[config.mk]
export PLATFORM = sky130hd
export DESIGN_NAME = globalInputCtrl
export DESIGN_NICKNAME = d
export VERILOG_FILES = /design/src/verilog/gicPkg.sv /design/src/verilog/globalInputCtrl.sv
export VERILOG_INCLUDE_DIRS = /design/src /design/src/verilog
export SDC_FILE = /design/constraint.sdc
export NUM_CORES = 1
export LEC_CHECK = 0
export BUFFER_PORTS_ARGS = -buffer_cell sky130_fd_sc_hd__buf_2
export CORE_AREA = 2 2 132 134
export CTS_CLUSTER_SIZE = 10
export DETAILED_ROUTE_END_ITERATION = 8
export DIE_AREA = 0 0 134 136
export GPL_ROUTABILITY_DRIVEN = 0
export PLACE_DENSITY = 0.63
export RECOVER_POWER = 100
export SKIP_CTS_REPAIR_TIMING = 1
export SLEW_MARGIN = 15
export SYNTH_ARGS = -nofsm -noshare
export SYNTH_HDL_FRONTEND = slang
export SYNTH_SLANG_ARGS = --single-unit
[constraint.sdc]
create_clock -name clk -period 2.6 [get_ports clk]
set_input_delay 0.52 -clock clk [delete_from_list [all_inputs] [get_ports clk]]
set_output_delay 0.52 -clock clk [all_outputs]
set_load 0.03 [all_outputs]
[src/verilog/gic_cfg.svh]
// Sizes only; GIC_RDQ_DEPTH must be a power of two, word counts must fit GIC_GLB_AW bits
`ifndef GIC_CFG_SVH
`define GIC_CFG_SVH

// ==========================================================================
// Off-chip port
// ==========================================================================

// Beat data width, also the buffer word width
`define GIC_PORT_W 64

// DRAM byte address carried in the command beat
`define GIC_DRAM_AW 32

// ==========================================================================
// Global buffer
// ==========================================================================

// 8 bits gives 256 words
`define GIC_GLB_AW 8

// Read-data queue entries, equals the number of read credits
`define GIC_RDQ_DEPTH 4

`endif

[src/verilog/gicPkg.sv]
// Shared types for the controller; sizes come from gic_cfg.svh, count of zero is illegal
`include "gic_cfg.svh"

package gicPkg;

    // ======================================================================
    // Plain vectors
    // ======================================================================

    // One off-chip beat or one buffer word
    typedef logic [`GIC_PORT_W-1:0] portDatT;
    // Buffer word address
    typedef logic [`GIC_GLB_AW-1:0] glbAddrT;
    // Word count, 1 to 255
    typedef logic [`GIC_GLB_AW-1:0] wordCntT;
    // Off-chip address
    typedef logic [`GIC_DRAM_AW-1:0] dramAddrT;

    // ======================================================================
    // Enums
    // ======================================================================

    // Transfer direction, bit 0 of the command word
    typedef enum logic {
        dirIn  = 1'b0,
        dirOut = 1'b1
    } gicDirT;

    // Controller FSM
    typedef enum logic [1:0] {
        stIdle = 2'd0,
        stCmd  = 2'd1,
        stIn   = 2'd2,
        stOut  = 2'd3
    } gicStateT;

    // ======================================================================
    // Structs
    // ======================================================================

    // One transfer description, 49 bits
    typedef struct packed {
        glbAddrT  glbBase;
        dramAddrT dramBase;
        wordCntT  num;
        gicDirT   dir;
    } gicCfgT;

    // Command word in dat[40:0]: num at [40:33], dramBase at [32:1], dir at [0]
    // Upper bits of a command beat are zero
    typedef struct packed {
        portDatT dat;
        logic    last;
    } gicBeatT;

endpackage

[src/verilog/globalInputCtrl.sv]
// Takes a config only while idle; num must be nonzero; buffer address wraps at 256 words
`timescale 1ns/1ns

module globalInputCtrl
    import gicPkg::*;
(
    input  logic     clk,
    input  logic     rst_n,
    // Configuration
    input  logic     cfgVld,
    output logic     cfgRdy,
    input  gicCfgT   cfg,
    // Off-chip out, command then read data
    output logic     cmdVld,
    output logic     itfOutVld,
    output gicBeatT  itfOut,
    input  logic     itfOutRdy,
    // Off-chip in
    input  logic     itfInVld,
    input  gicBeatT  itfIn,
    output logic     itfInRdy,
    // Buffer write
    output logic     glbWrEn,
    output glbAddrT  glbWrAddr,
    output portDatT  glbWrDat,
    // Buffer read
    output logic     glbRdAddrVld,
    output glbAddrT  glbRdAddr,
    input  logic     glbRdAddrRdy,
    input  logic     glbRdDatVld,
    input  portDatT  glbRdDat,
    output logic     glbRdDatRdy
);

    // Command field widths
    localparam int CmdW = $bits(wordCntT) + $bits(dramAddrT) + 1;

    gicStateT state;
    gicStateT stateNxt;
    gicCfgT   cfgReg;
    wordCntT  issueCnt;
    wordCntT  sentCnt;
    wordCntT  lastIdx;
    portDatT  cmdDat;
    glbAddrT  wordAddr;

    logic cfgAcc;
    logic cmdAcc;
    logic inAcc;
    logic rdAddrAcc;
    logic rdDatAcc;
    logic inDone;
    logic outDone;

    // ======================================================================
    // Handshakes
    // ======================================================================

    assign cfgRdy    = (state == stIdle);
    assign cfgAcc    = cfgVld & cfgRdy;
    assign cmdAcc    = (state == stCmd) & itfOutRdy;
    assign inAcc     = itfInVld & itfInRdy;
    assign rdAddrAcc = glbRdAddrVld & glbRdAddrRdy;
    assign rdDatAcc  = glbRdDatVld & glbRdDatRdy;

    // Index of the final word
    assign lastIdx = cfgReg.num - 1'b1;

    // Input ends on count or on an early last
    assign inDone  = inAcc & ((issueCnt == lastIdx) | itfIn.last);
    // Output ends when the final word leaves
    assign outDone = rdDatAcc & (sentCnt == lastIdx);

    // ======================================================================
    // Transfer FSM
    // ======================================================================

    always_comb begin
        stateNxt = state;
        case (state)
            stIdle: begin
                if (cfgAcc) begin
                    stateNxt = stCmd;
                end
            end
            stCmd: begin
                // Direction picked once the command leaves
                if (cmdAcc) begin
                    stateNxt = (cfgReg.dir == dirOut) ? stOut : stIn;
                end
            end
            stIn: begin
                if (inDone) begin
                    stateNxt = stIdle;
                end
            end
            stOut: begin
                if (outDone) begin
                    stateNxt = stIdle;
                end
            end
            default: stateNxt = stIdle;
        endcase
    end

    always_ff @(posedge clk or negedge rst_n) begin
        if (!rst_n) begin
            state <= stIdle;
        end else begin
            state <= stateNxt;
        end
    end

    // Config held for the whole transfer
    always_ff @(posedge clk) begin
        if (cfgAcc) begin
            cfgReg <= cfg;
        end
    end

    // ======================================================================
    // Counters
    // ======================================================================

    // Words written on input, addresses issued on output
    always_ff @(posedge clk or negedge rst_n) begin
        if (!rst_n) begin
            issueCnt <= '0;
        end else if (cfgAcc) begin
            issueCnt <= '0;
        end else if (inAcc | rdAddrAcc) begin
            issueCnt <= issueCnt + 1'b1;
        end
    end

    // Words handed off-chip
    always_ff @(posedge clk or negedge rst_n) begin
        if (!rst_n) begin
            sentCnt <= '0;
        end else if (cfgAcc) begin
            sentCnt <= '0;
        end else if (rdDatAcc) begin
            sentCnt <= sentCnt + 1'b1;
        end
    end

    // Base plus counter, wraps inside the buffer
    assign wordAddr = cfgReg.glbBase + issueCnt;

    // ======================================================================
    // Command beat and output steering
    // ======================================================================

    always_comb begin
        cmdDat = '0;
        cmdDat[CmdW-1:0] = {cfgReg.num, cfgReg.dramBase, cfgReg.dir};
    end

    assign cmdVld    = (state == stCmd);
    // Command first, then queue head
    assign itfOutVld = cmdVld | ((state == stOut) & glbRdDatVld);
    assign itfOut.dat  = cmdVld ? cmdDat : glbRdDat;
    assign itfOut.last = (state == stOut) & (sentCnt == lastIdx);

    // ======================================================================
    // Buffer side
    // ======================================================================

    // Writes never stall
    assign itfInRdy  = (state == stIn);
    assign glbWrEn   = inAcc;
    assign glbWrAddr = wordAddr;
    assign glbWrDat  = itfIn.dat;

    // Stop issuing once num addresses are out
    assign glbRdAddrVld = (state == stOut) & (issueCnt < cfgReg.num);
    assign glbRdAddr    = wordAddr;
    assign glbRdDatRdy  = (state == stOut) & itfOutRdy;

    // ======================================================================
    // Assertions
    // ======================================================================

    // Zero-length transfer never enters the FSM
    property pNoZeroNum;
        @(posedge clk) disable iff (!rst_n)
        cfgAcc |-> (cfg.num != '0);
    endproperty
    aNoZeroNum: assert property (pNoZeroNum);

    // Stalled beat keeps its payload
    property pOutStable;
        @(posedge clk) disable iff (!rst_n)
        (itfOutVld && !itfOutRdy) |=> $stable(itfOut);
    endproperty
    aOutStable: assert property (pOutStable);

endmodule

==> summary.md, run 1 <==
| Metric | Value |
|---|---|
| Row count | 48 |
| Die height | 136 um |
| Leak pwr | 0.00272 uW |
| Max_slew headroom | a little over a quarter |
| # fillers | 1648 |
| Final Hold Violating Endpoints | 0 |
| Total global routing overflow | 0 |
| Pre-Repair DR Iteration Count | 4 |
| Ys flop type | edfxtp_1 |
| Core area | 0.0169 mm^2 |
| Clock power frac | 21.1% |
| Post-Route WL | 14700 um |
| Post-Syn Area | ~0.0045 mm^2 |
| Final Worst Setup Slack | -62.3 ps |
| Synth top area share | 32.5% |
| Final setup viols | 4 |
| Clock Path Buffers | 2 |
| Logic pwr share | 54.9% |
| Crit-path cells | ha_1 -> a21o_1 -> a21oi_2 -> o21ai_2 -> o41ai_4 -> xnor2_2 -> buf_6 |
| Final Cycle Share | 102% |
| CP max stage cell | dfrtp_1 |
| Largest net degree at the start of global routing | 50 |
| CP endpoint kind | output pin |
| Unrepaired setup endpoints after global routing | yes |
| Synthesis-stage register bit count | 67 |
| Power Dens Cells | 1060 mW/mm^2 |
| Critical path class | flip-flop to output pin |
| Worst Skew | 7.71 ps |
| Violated checks | setup timing |
| Antenna Cells | 0 |
| Final setup TNS | -150 ps |
| CTS root buffer | clkbuf_16 |
| H-tree levels | 3 |
| Largest stage delay on the critical path | 390 ps |
| CTS tree | done |
| Status | finished with violations |
| Dpl hpwl | about 12000 um |
| Count leader, synth | buf_4 |
| Drt drc | 0 |
| Post-synth ARST share | between 20% and 30% |
| Sw frac | 45.3% |
| Synth top cells by count | buf_4 (73), edfxtp_1 (49), mux2_2 (41), nor2b_1 (28), nor2_1 (20) |
| Clk_lat worst skew | 330 ps |
| Tmin final | 2660 ps |
| Num CTS Buffers | 9 |
| CP Launch Type | flip-flop |
| Critical Path AT | 2140 ps |
| Final ANT Viol Nets | 0 |
| Peak supply drop | 0.556 mV |
| Final core area utilization | 35.1% |
| Die footprint | around 0.018 mm^2 |
| Critical Path Fanout Max | 2 |
| Internal power | roughly 3400 uW |
| Routed length per instance | roughly 18 um |
| Synth Instances | about 420 |
| Sequential power share | a little under a quarter |
| Mapped Avg Cell Area | 10.9 um^2 |
| Yosys top cell by area | edfxtp_1 |
| Syn Nets | 619 |
| Buffers on Ports | 208 |
| YS warnings | 0 |
| WP data required | 2080 ps |
| Number of synthesized flops with an enable pin | 49 |
| GRT Overall Usage | 15.2% |
| Worst-path clk slew | about 60 ps |
| Final std cells w/o fill | 811 |
| Max frequency | 376 MHz |
| Hold crit path type | input port to flip-flop |
| Die Wd | 134 um |
| Routed vias | 3578 |
| Vias in the first global route | roughly 3.4k |
| Placed cell count | 778 |
| Drt initial violations | 144 |
| Pins Over Slew Limit | 0 |
| Sw power | 2840 uW |
| Post-synth cell types | 51 |
| I/O pins | between 300 and 400 |
| Via/cell ratio | about 4.4 |
| Worst slew pin tran | 1110 ps |
| Area Overhead vs Synth | 30.8% |
| Sequential area share after synthesis | 42.4% |
| First-pass GRT wire length | 20400 um |
| Initial antenna violation count | 1 |
| Layout Nets | 785 |
| Max Cap Viol | 0 |
| Largest cells by area after synthesis | edfxtp_1 (32%), buf_4 (12%), mux2_2 (10%) |
| Clock sink count | 67 |
| Initial Util | 26.9% |
| Share of layout cells above drive strength 1 | 53.4% |
[worst max-delay path: cells and delay by family (launching register included)]
kind	cells	cell delay (ps)
compound gates	4	770
xor+xnor	1	190
buf+inv	1	170
fa+ha+maj	1	300
flops	1	390
[power by group through the flow]
stage	registers (uW)	clock network, uW	logic [uW]
2_1_floorplan	1500	0	2650
5_1_grt	1520	1390	3690
3_5_place_dp	1520	0	3370
3_3_place_gp	1520	0	3350
6_report	1500	1330	3440
4_1_cts	1500	1350	3380
[final timing paths]
kind | to | slack [ps] | cells after the start | start
max in group asynchronous | issueCnt[4] | 1480 | 1 | rst_n
hold / removal | cfgReg[35] | 360 | 1 | cfg[35]
hold reg to reg | sentCnt[7] | 560 | 2 | sentCnt[7]
setup reg to reg | cfgReg[8] | 240 | 4 | state[1]
setup / recovery | glbRdAddr[7] | -60 | 7 | issueCnt[1]
min in group asynchronous | sentCnt[7] | 380 | 1 | rst_n
[metrics by stage]
step,total power (uW),instance area [um^2],setup WS (ps),hold slack (ps)
after floorplan,4150,4570,-21.7,224
after global placement,4870,5420,111,505
after detailed placement,4890,5420,56.6,511
after CTS,6240,5740,-323,150
after global routing,6600,5930,-184,345
final,6270,5930,-62.3,359
[logic make-up (layout without fill, tap and decap cells)]
kind of cell | Yosys count | count (layout) | synth area share [%]
compound gates | 40 | 40 | 6.48
simple gates | 104 | 104 | 12.7
flops | 67 | 67 | 42.4
buf+inv | 104 | 275 | 14.9
fa+ha+maj | 19 | 19 | 5.41
mux | 48 | 48 | 11.7
xor+xnor | 33 | 33 | 6.37
[sequential cells by signal (all words and copies together) (netlist names)]
register  flops
state         2
issueCnt      8
cfgReg       49
sentCnt       8
[area by class of cell]
type,instances,area (um^2),share of cell area (%)
Tap cell,225,282,4.75
Clock buffer,10,229,3.86
Inverter,17,63.8,1.08
Sequential cell,67,1920,32.4
Clock inverter,6,88.8,1.50
Timing Repair Buffer,242,1320,22.3
Multi-Input combinational cell,244,2020,34.1
[cells in the final DEF, fill, tap and decap left out, types with 3 or more instances in the layout]
| cell type | count |
|---|---|
| buf_2 | 176 |
| edfxtp_1 | 49 |
| mux2_2 | 41 |
| buf_4 | 33 |
| nor2b_1 | 28 |
| nor2_1 | 20 |
| nand2_1 | 19 |
| xnor2_1 | 17 |
| dfrtp_1 | 17 |
| clkbuf_2 | 17 |
| ha_1 | 15 |
| inv_1 | 14 |
| xor2_1 | 14 |
| clkbuf_1 | 10 |
| clkbuf_16 | 9 |
| nand3_1 | 8 |
| nand4_1 | 7 |
| mux2i_1 | 7 |
| buf_6 | 6 |
| o21ai_1 | 5 |
| o21ai_0 | 5 |
| and3_1 | 5 |
| nor3_1 | 4 |
| inv_2 | 3 |
| a21o_1 | 3 |
| a21oi_2 | 3 |
| a21oi_1 | 3 |
[per-layer routing]
metal / vias up / GRT usage, % / wire, um
met2: 182 / 27.6 / 7670
met5: - / 0 / 13
met3: 37 / 5.00 / 1310
met4: 2 / 5.50 / 330
met1: 1641 / 16.5 / 5420
li1: 1716 / - / -
No activity file was read; power rests on OpenSTA's default activity.
==> inputs of run 2 (changes only) <==
- BUFFER_PORTS_ARGS: -buffer_cell sky130_fd_sc_hd__buf_2 -> -buffer_cell sky130_fd_sc_hd__buf_4
- CAP_MARGIN: default -> 30
==> run 2 against run 1 <==
- the run still ends with setup timing left
- highest routed layer is now met4
- sequential power about the same
- total power increased by 0.69%
- maximum frequency decreased by 1.4%
==> summary.md, run 2 (same netlist as run 1, synthesis figures left out) <==
| Metric | Value |
|---|---|
| Status | finished with violations |
| Clk_lat worst skew | 340 ps (about the same) |
| Final Hold Violating Endpoints | 0 (unchanged) |
| Tmin final | 2700 ps (+38.7 ps) |
| Initial Util | 26.9% (unchanged) |
| Drt drc | 0 (unchanged) |
| Area Overhead vs Synth | 37.9% |
| Power Total | 6310 uW (+0.69%) |
| H-tree levels | 3 (unchanged) |
| Commonest cells after routing, fill and taps aside | buf_4 (133), edfxtp_1 (49), clkbuf_4 (49) |
| GRT Overall Usage | 15.8% (+0.58 points) |
| Row count | 48 (unchanged) |
| Max Cap Viol | 0 (unchanged) |
| Clock Path Buffers | 2 (unchanged) |
| Biggest register | cfgReg |
| Leak pwr | 0.00276 uW (+1.7%) |
| Drt initial violations | 135 (-6.3%) |
| Regs by FF count | cfgReg: 49 flops, issueCnt: 8 flops, sentCnt: 8 flops |
| WP data required | 2080 ps (about the same) |
| Final Worst Setup Slack | -101 ps (-38.7 ps) |
| Max_slew headroom | 25.1% (-1.1 points) |
| Routed length per instance | 18.7 um (+2.8%) |
| Max frequency | 370 MHz (-1.4%) |
| Layout Nets | 779 (-0.76%) |
| Peak supply drop | 0.572 mV (+2.8%) |
| Vias in the first global route | 3708 (+8.3%) |
| Hold crit path type | input port to flip-flop |
| Worst slew pin tran | 1120 ps (+17.2 ps) |
| Power Dens Cells | 1010 mW/mm^2 (-4.5%) |
| Critical Path AT | 2180 ps (+40 ps) |
| Worst-path clk slew | 60 ps (about the same) |
| Final ANT Viol Nets | 0 (unchanged) |
| Critical Path Fanout Max | 2 (unchanged) |
| Final setup viols | 6 (+2) |
| Most common cell after layout, fill and taps aside | buf_4 |
| CTS tree | done |
| CTS root buffer | clkbuf_16 |
| Share of layout cells above drive strength 1 | 50.2% (-3.2 points) |
| Die height | 136 um (unchanged) |
| Clock sink count | 67 (unchanged) |
| Die footprint | 0.0182 mm^2 (unchanged) |
| I/O pins | 337 (unchanged) |
| Final Cycle Share | 104% (+1.5 points) |
| Violated checks | setup timing |
| Cell Area, Placed | 0.00594 mm^2 (+9.5%) |
| Post-Route WL | 15000 um (+2.0%) |
| Pre-Repair DR Iteration Count | 4 (unchanged) |
| Dpl hpwl | 12300 um (+2.4%) |
| Total global routing overflow | 0 (unchanged) |
| Final core area utilization | 37.1% (+1.9 points) |
| Initial antenna violation count | 0 (-1) |
| Unrepaired setup endpoints after global routing | yes |
| Final std cells w/o fill | 805 (-0.74%) |
| Die Wd | 134 um (unchanged) |
| Worst Skew | 8.43 ps (+0.718 ps) |
| Critical path class | flip-flop to output pin |
| CP Launch Type | flip-flop |
| CP endpoint kind | output pin |
| First-pass GRT wire length | 21500 um (+5.5%) |
| Via/cell ratio | 4.45 (+0.83%) |
| Placed cell count | 774 (-0.51%) |
| Pins Over Slew Limit | 0 (unchanged) |
| Num CTS Buffers | 9 (unchanged) |
| Largest net degree at the start of global routing | 48 (-4.0%) |
| Core area | 0.0169 mm^2 (unchanged) |
| Max FFs per register | 49 (unchanged) |
| Post-route cell area | 0.00625 mm^2 (+5.5%) |
| Buffers on Ports | 208 (unchanged) |
| Dpl ws | 102 ps (+45.7 ps) |
| Antenna Cells | 0 (unchanged) |
| Routed vias | 3581 (+0.084%) |
## run 2: through the flow
step	hold slack [ps]	TNS (ps)
after floorplan	224	-21.7
after global placement	414	0
after detailed placement	423	0
after CTS	64.8	-3010
after global routing	367	-2350
final	378	-375
## run 2: layer usage
metal	track usage (%)	vias up	wire, um	part of all wire (%)
met2	29.1	190	7980	53
li1	-	1696	-	-
met4	6.15	0	374	2.5
met3	5.82	38	1490	9.9
met1	16.2	1657	5190	35
met5	0	-	0	0
## run 2: final timing paths
path | startpoint | to | slack [ps] | depth (start not counted)
setup / recovery | cfgReg[42] | glbRdAddr[7] | -100 | 7
hold / removal | cfg[47] | cfgReg[47] | 380 | 1
setup reg to reg | cfgReg[6] | issueCnt[6] | 190 | 7
hold reg to reg | issueCnt[4] | issueCnt[4] | 580 | 1
max in group asynchronous | rst_n | issueCnt[4] | 1470 | 1
min in group asynchronous | rst_n | sentCnt[4] | 390 | 1
## run 2: critical path, cell delays in order, from the launching register on
cell and delay (ps):
edfxtp_1 390, ha_1 290, a21o_1 170, a21oi_2 180, o21ai_2 100, o41ai_4 350, xnor2_2 190, buf_6 170
## run 2: cell type report
| type | instances | area (um^2) |
|---|---|---|
| Clock buffer | 10 | 229 |
| Clock inverter | 6 | 66.3 |
| Fill cell | 1686 | 10600 |
| Inverter | 17 | 63.8 |
| Multi-Input combinational cell | 244 | 2030 |
| Sequential cell | 67 | 1920 |
| Tap cell | 225 | 282 |
| Timing Repair Buffer | 236 | 1660 |
## run 2: power by group
part           internal [uW]  leakage (uW)  switching (uW)  total, uW
Combinational           1320       0.00194            2260       3580
Sequential              1380      0.000692             133       1510
Clock                    742      0.000135             472       1210
Total                   3440       0.00276            2870       6310
==> inputs of run 3 (changes only) <==
- CORE_AREA: 2 2 132 134 -> 2 2 131 133
- CTS_BUF_LIST: default -> sky130_fd_sc_hd__clkbuf_2 sky130_fd_sc_hd__clkbuf_4 sky130_fd_sc_hd__clkbuf_8
- DIE_AREA: 0 0 134 136 -> 0 0 133 135
- PLACE_DENSITY: 0.63 -> 0.61
- clock period: 2.6 -> 2.9 ns (I/O delays scaled with it)
==> run 3 against run 2 <==
- the flow now finishes without violations
- cell count down 1.5%
- non-clock buffer count shrank 7
- largest cell class unchanged
- via count is 2.4% lower
==> summary.md, run 3 (same netlist as run 1, synthesis figures left out) <==
| Metric | Value |
|---|---|
| Regs by FF count | cfgReg: 49 flops, issueCnt: 8 flops, sentCnt: 8 flops |
| CTS root buffer | clkbuf_8 |
| Sw frac | 48.3% (+2.9 points) |
| Tmin final | 2800 ps |
| Biggest register | cfgReg |
| Pre-Repair DR Iteration Count | 4 (unchanged) |
| Final Cycle Share | 96.7% |
| Clock Path Buffers | 2 (unchanged) |
| Sw power | 2500 uW (-13%) |
| Leak pwr | 0.00254 uW (-8.2%) |
| Status | completed |
| Vias in the first global route | 3502 (-5.6%) |
| Final Hold Violating Endpoints | 0 (unchanged) |
| Post-Route WL | 15600 um (+4.0%) |
| Buffers on Ports | 208 (unchanged) |
| Unrepaired setup endpoints after global routing | yes |
| Max Cap Viol | 0 (unchanged) |
| Power Dens Cells | 873 mW/mm^2 (-14%) |
| CTS tree | done |
| CP endpoint kind | output pin |
| Drt drc | 0 (unchanged) |
| Internal power | 2670 uW (-22%) |
| Drt initial violations | 128 (-5.2%) |
| Hold crit path type | input port to asynchronous set/reset pin |
| Num CTS Buffers | 9 (unchanged) |
| Most common cell after layout, fill and taps aside | buf_4 |
| Final setup viols | 0 (-6) |
| Antenna Cells | 0 (unchanged) |
| Max frequency | roughly 360 MHz |
| Pins Over Slew Limit | 0 (unchanged) |
| Critical path class | flip-flop to output pin |
| Area Overhead vs Synth | 30.6% |
| Share of layout cells above drive strength 1 | 42.6% (-7.6 points) |
| Dpl ws | 229 ps (+126 ps) |
| Clk_lat worst skew | 350 ps (about the same) |
| Final ANT Viol Nets | 0 (unchanged) |
| GRT Overall Usage | 16.5% (+0.74 points) |
| Layout Nets | 772 (-0.90%) |
| Initial antenna violation count | 0 (unchanged) |
| WP data required | 2320 ps (+240 ps) |
| Largest net degree at the start of global routing | 47 (-2.1%) |
| Commonest cells after routing, fill and taps aside | buf_4 (100), clkbuf_1 (59), clkbuf_4 (52) |
| Clock sink count | 67 (unchanged) |
| Worst-path clk slew | 80 ps (+20 ps) |
| Dpl hpwl | 13100 um (+6.1%) |
| H-tree levels | 3 (unchanged) |
| Sequential power share | 26.4% (+2.4 points) |
| CP Launch Type | flip-flop |
| Via/cell ratio | 4.41 (-0.92%) |
| Total global routing overflow | 0 (unchanged) |
| Die footprint | 0.0180 mm^2 (-1.5%) |
| Die height | 135 um (-0.74%) |
| Clock power frac | 15.1% (-4.1 points) |
| Worst slew pin tran | 1060 ps (-61.5 ps) |
| I/O pins | 337 (unchanged) |
| Row count | 47 (-2.1%) |
| First-pass GRT wire length | 21900 um (+1.7%) |
| Critical Path Fanout Max | 2 (unchanged) |
| Worst Skew | 14.2 ps (+5.77 ps) |
| Routed length per instance | 19.7 um (+5.6%) |
| Final Worst Setup Slack | 96.8 ps (+198 ps) |
| Die Wd | 133 um (-0.75%) |
| Initial Util | 27.6% (+0.77 points) |
| Routed vias | 3495 (-2.4%) |
| Core area | 0.0164 mm^2 (-2.8%) |
| Final core area utilization | 36.1% (-0.96 points) |
| Logic pwr share | 58.5% (+1.7 points) |
| Peak supply drop | 0.359 mV (-37%) |
| Max FFs per register | 49 (unchanged) |
| Max_slew headroom | 29.2% (+4.1 points) |
| Critical Path AT | 2220 ps (+40 ps) |
## run 3: cell types whose count changed in the layout (fill, tap and decap cells not counted), moves of 6 or more
cell       change
buf_4         -33
clkbuf_1      +32
clkbuf_16      -9
clkbuf_8       +9
buf_6          -6
## run 3: layout make-up
cell class	count	area [um^2]
fill	1674	10500
multi-input combinational	244	2000
sequential	67	1920
clock inverter	5	55.1
timing repair buffer	229	1470
clock buffer	11	139
inverter	17	63.8
tap	220	275
## run 3: power by group through the flow
stage	clock [uW]	combinational [uW]	sequential, uW
after floorplan	0	2360	1350
after global placement	0	3320	1370
after detailed placement	0	3350	1380
after CTS	810	3360	1360
after global routing	852	3240	1390
final	780	3020	1370
## run 3: path summary, 6_finish.rpt
path	from	to	slack (ps)	cells after the start
worst max-delay path	issueCnt[1]	glbWrAddr[7]	100	7
worst min-delay path	rst_n	issueCnt[7]	400	1
worst max register to register	state[1]	cfgReg[10]	470	4
worst min register to register	sentCnt[7]	sentCnt[7]	580	2
max in group asynchronous	rst_n	issueCnt[0]	1770	1
min in group clk	cfg[46]	cfgReg[46]	420	1
## run 3: through the flow
step	hold slack [ps]	instance area (um^2)	std cells	setup TNS, ps	total power (uW)
finish	403	5920	793	0	5170
global route	387	5920	793	-139	5480
CTS	88.2	6060	782	-548	5530
detailed placement	479	5870	766	0	4730
global placement	475	5870	766	0	4690
floorplan	284	4540	415	0	3700
## run 3: critical path, cell delays in order (launching register included)
cell and delay (ps):
dfrtp_1 390, ha_1 300, a21o_1 170, a21oi_2 180, o21ai_2 90, o41ai_2 310
xnor2_1 210, buf_4 220
## run 3: metal layers
metal,vias up,share of wire (%),track usage [%]
met5,-,0,0
met4,0,1.8,4.78
met3,29,10,7.73
met2,190,55,31.9
met1,1593,32,15.5
li1,1683,-,-
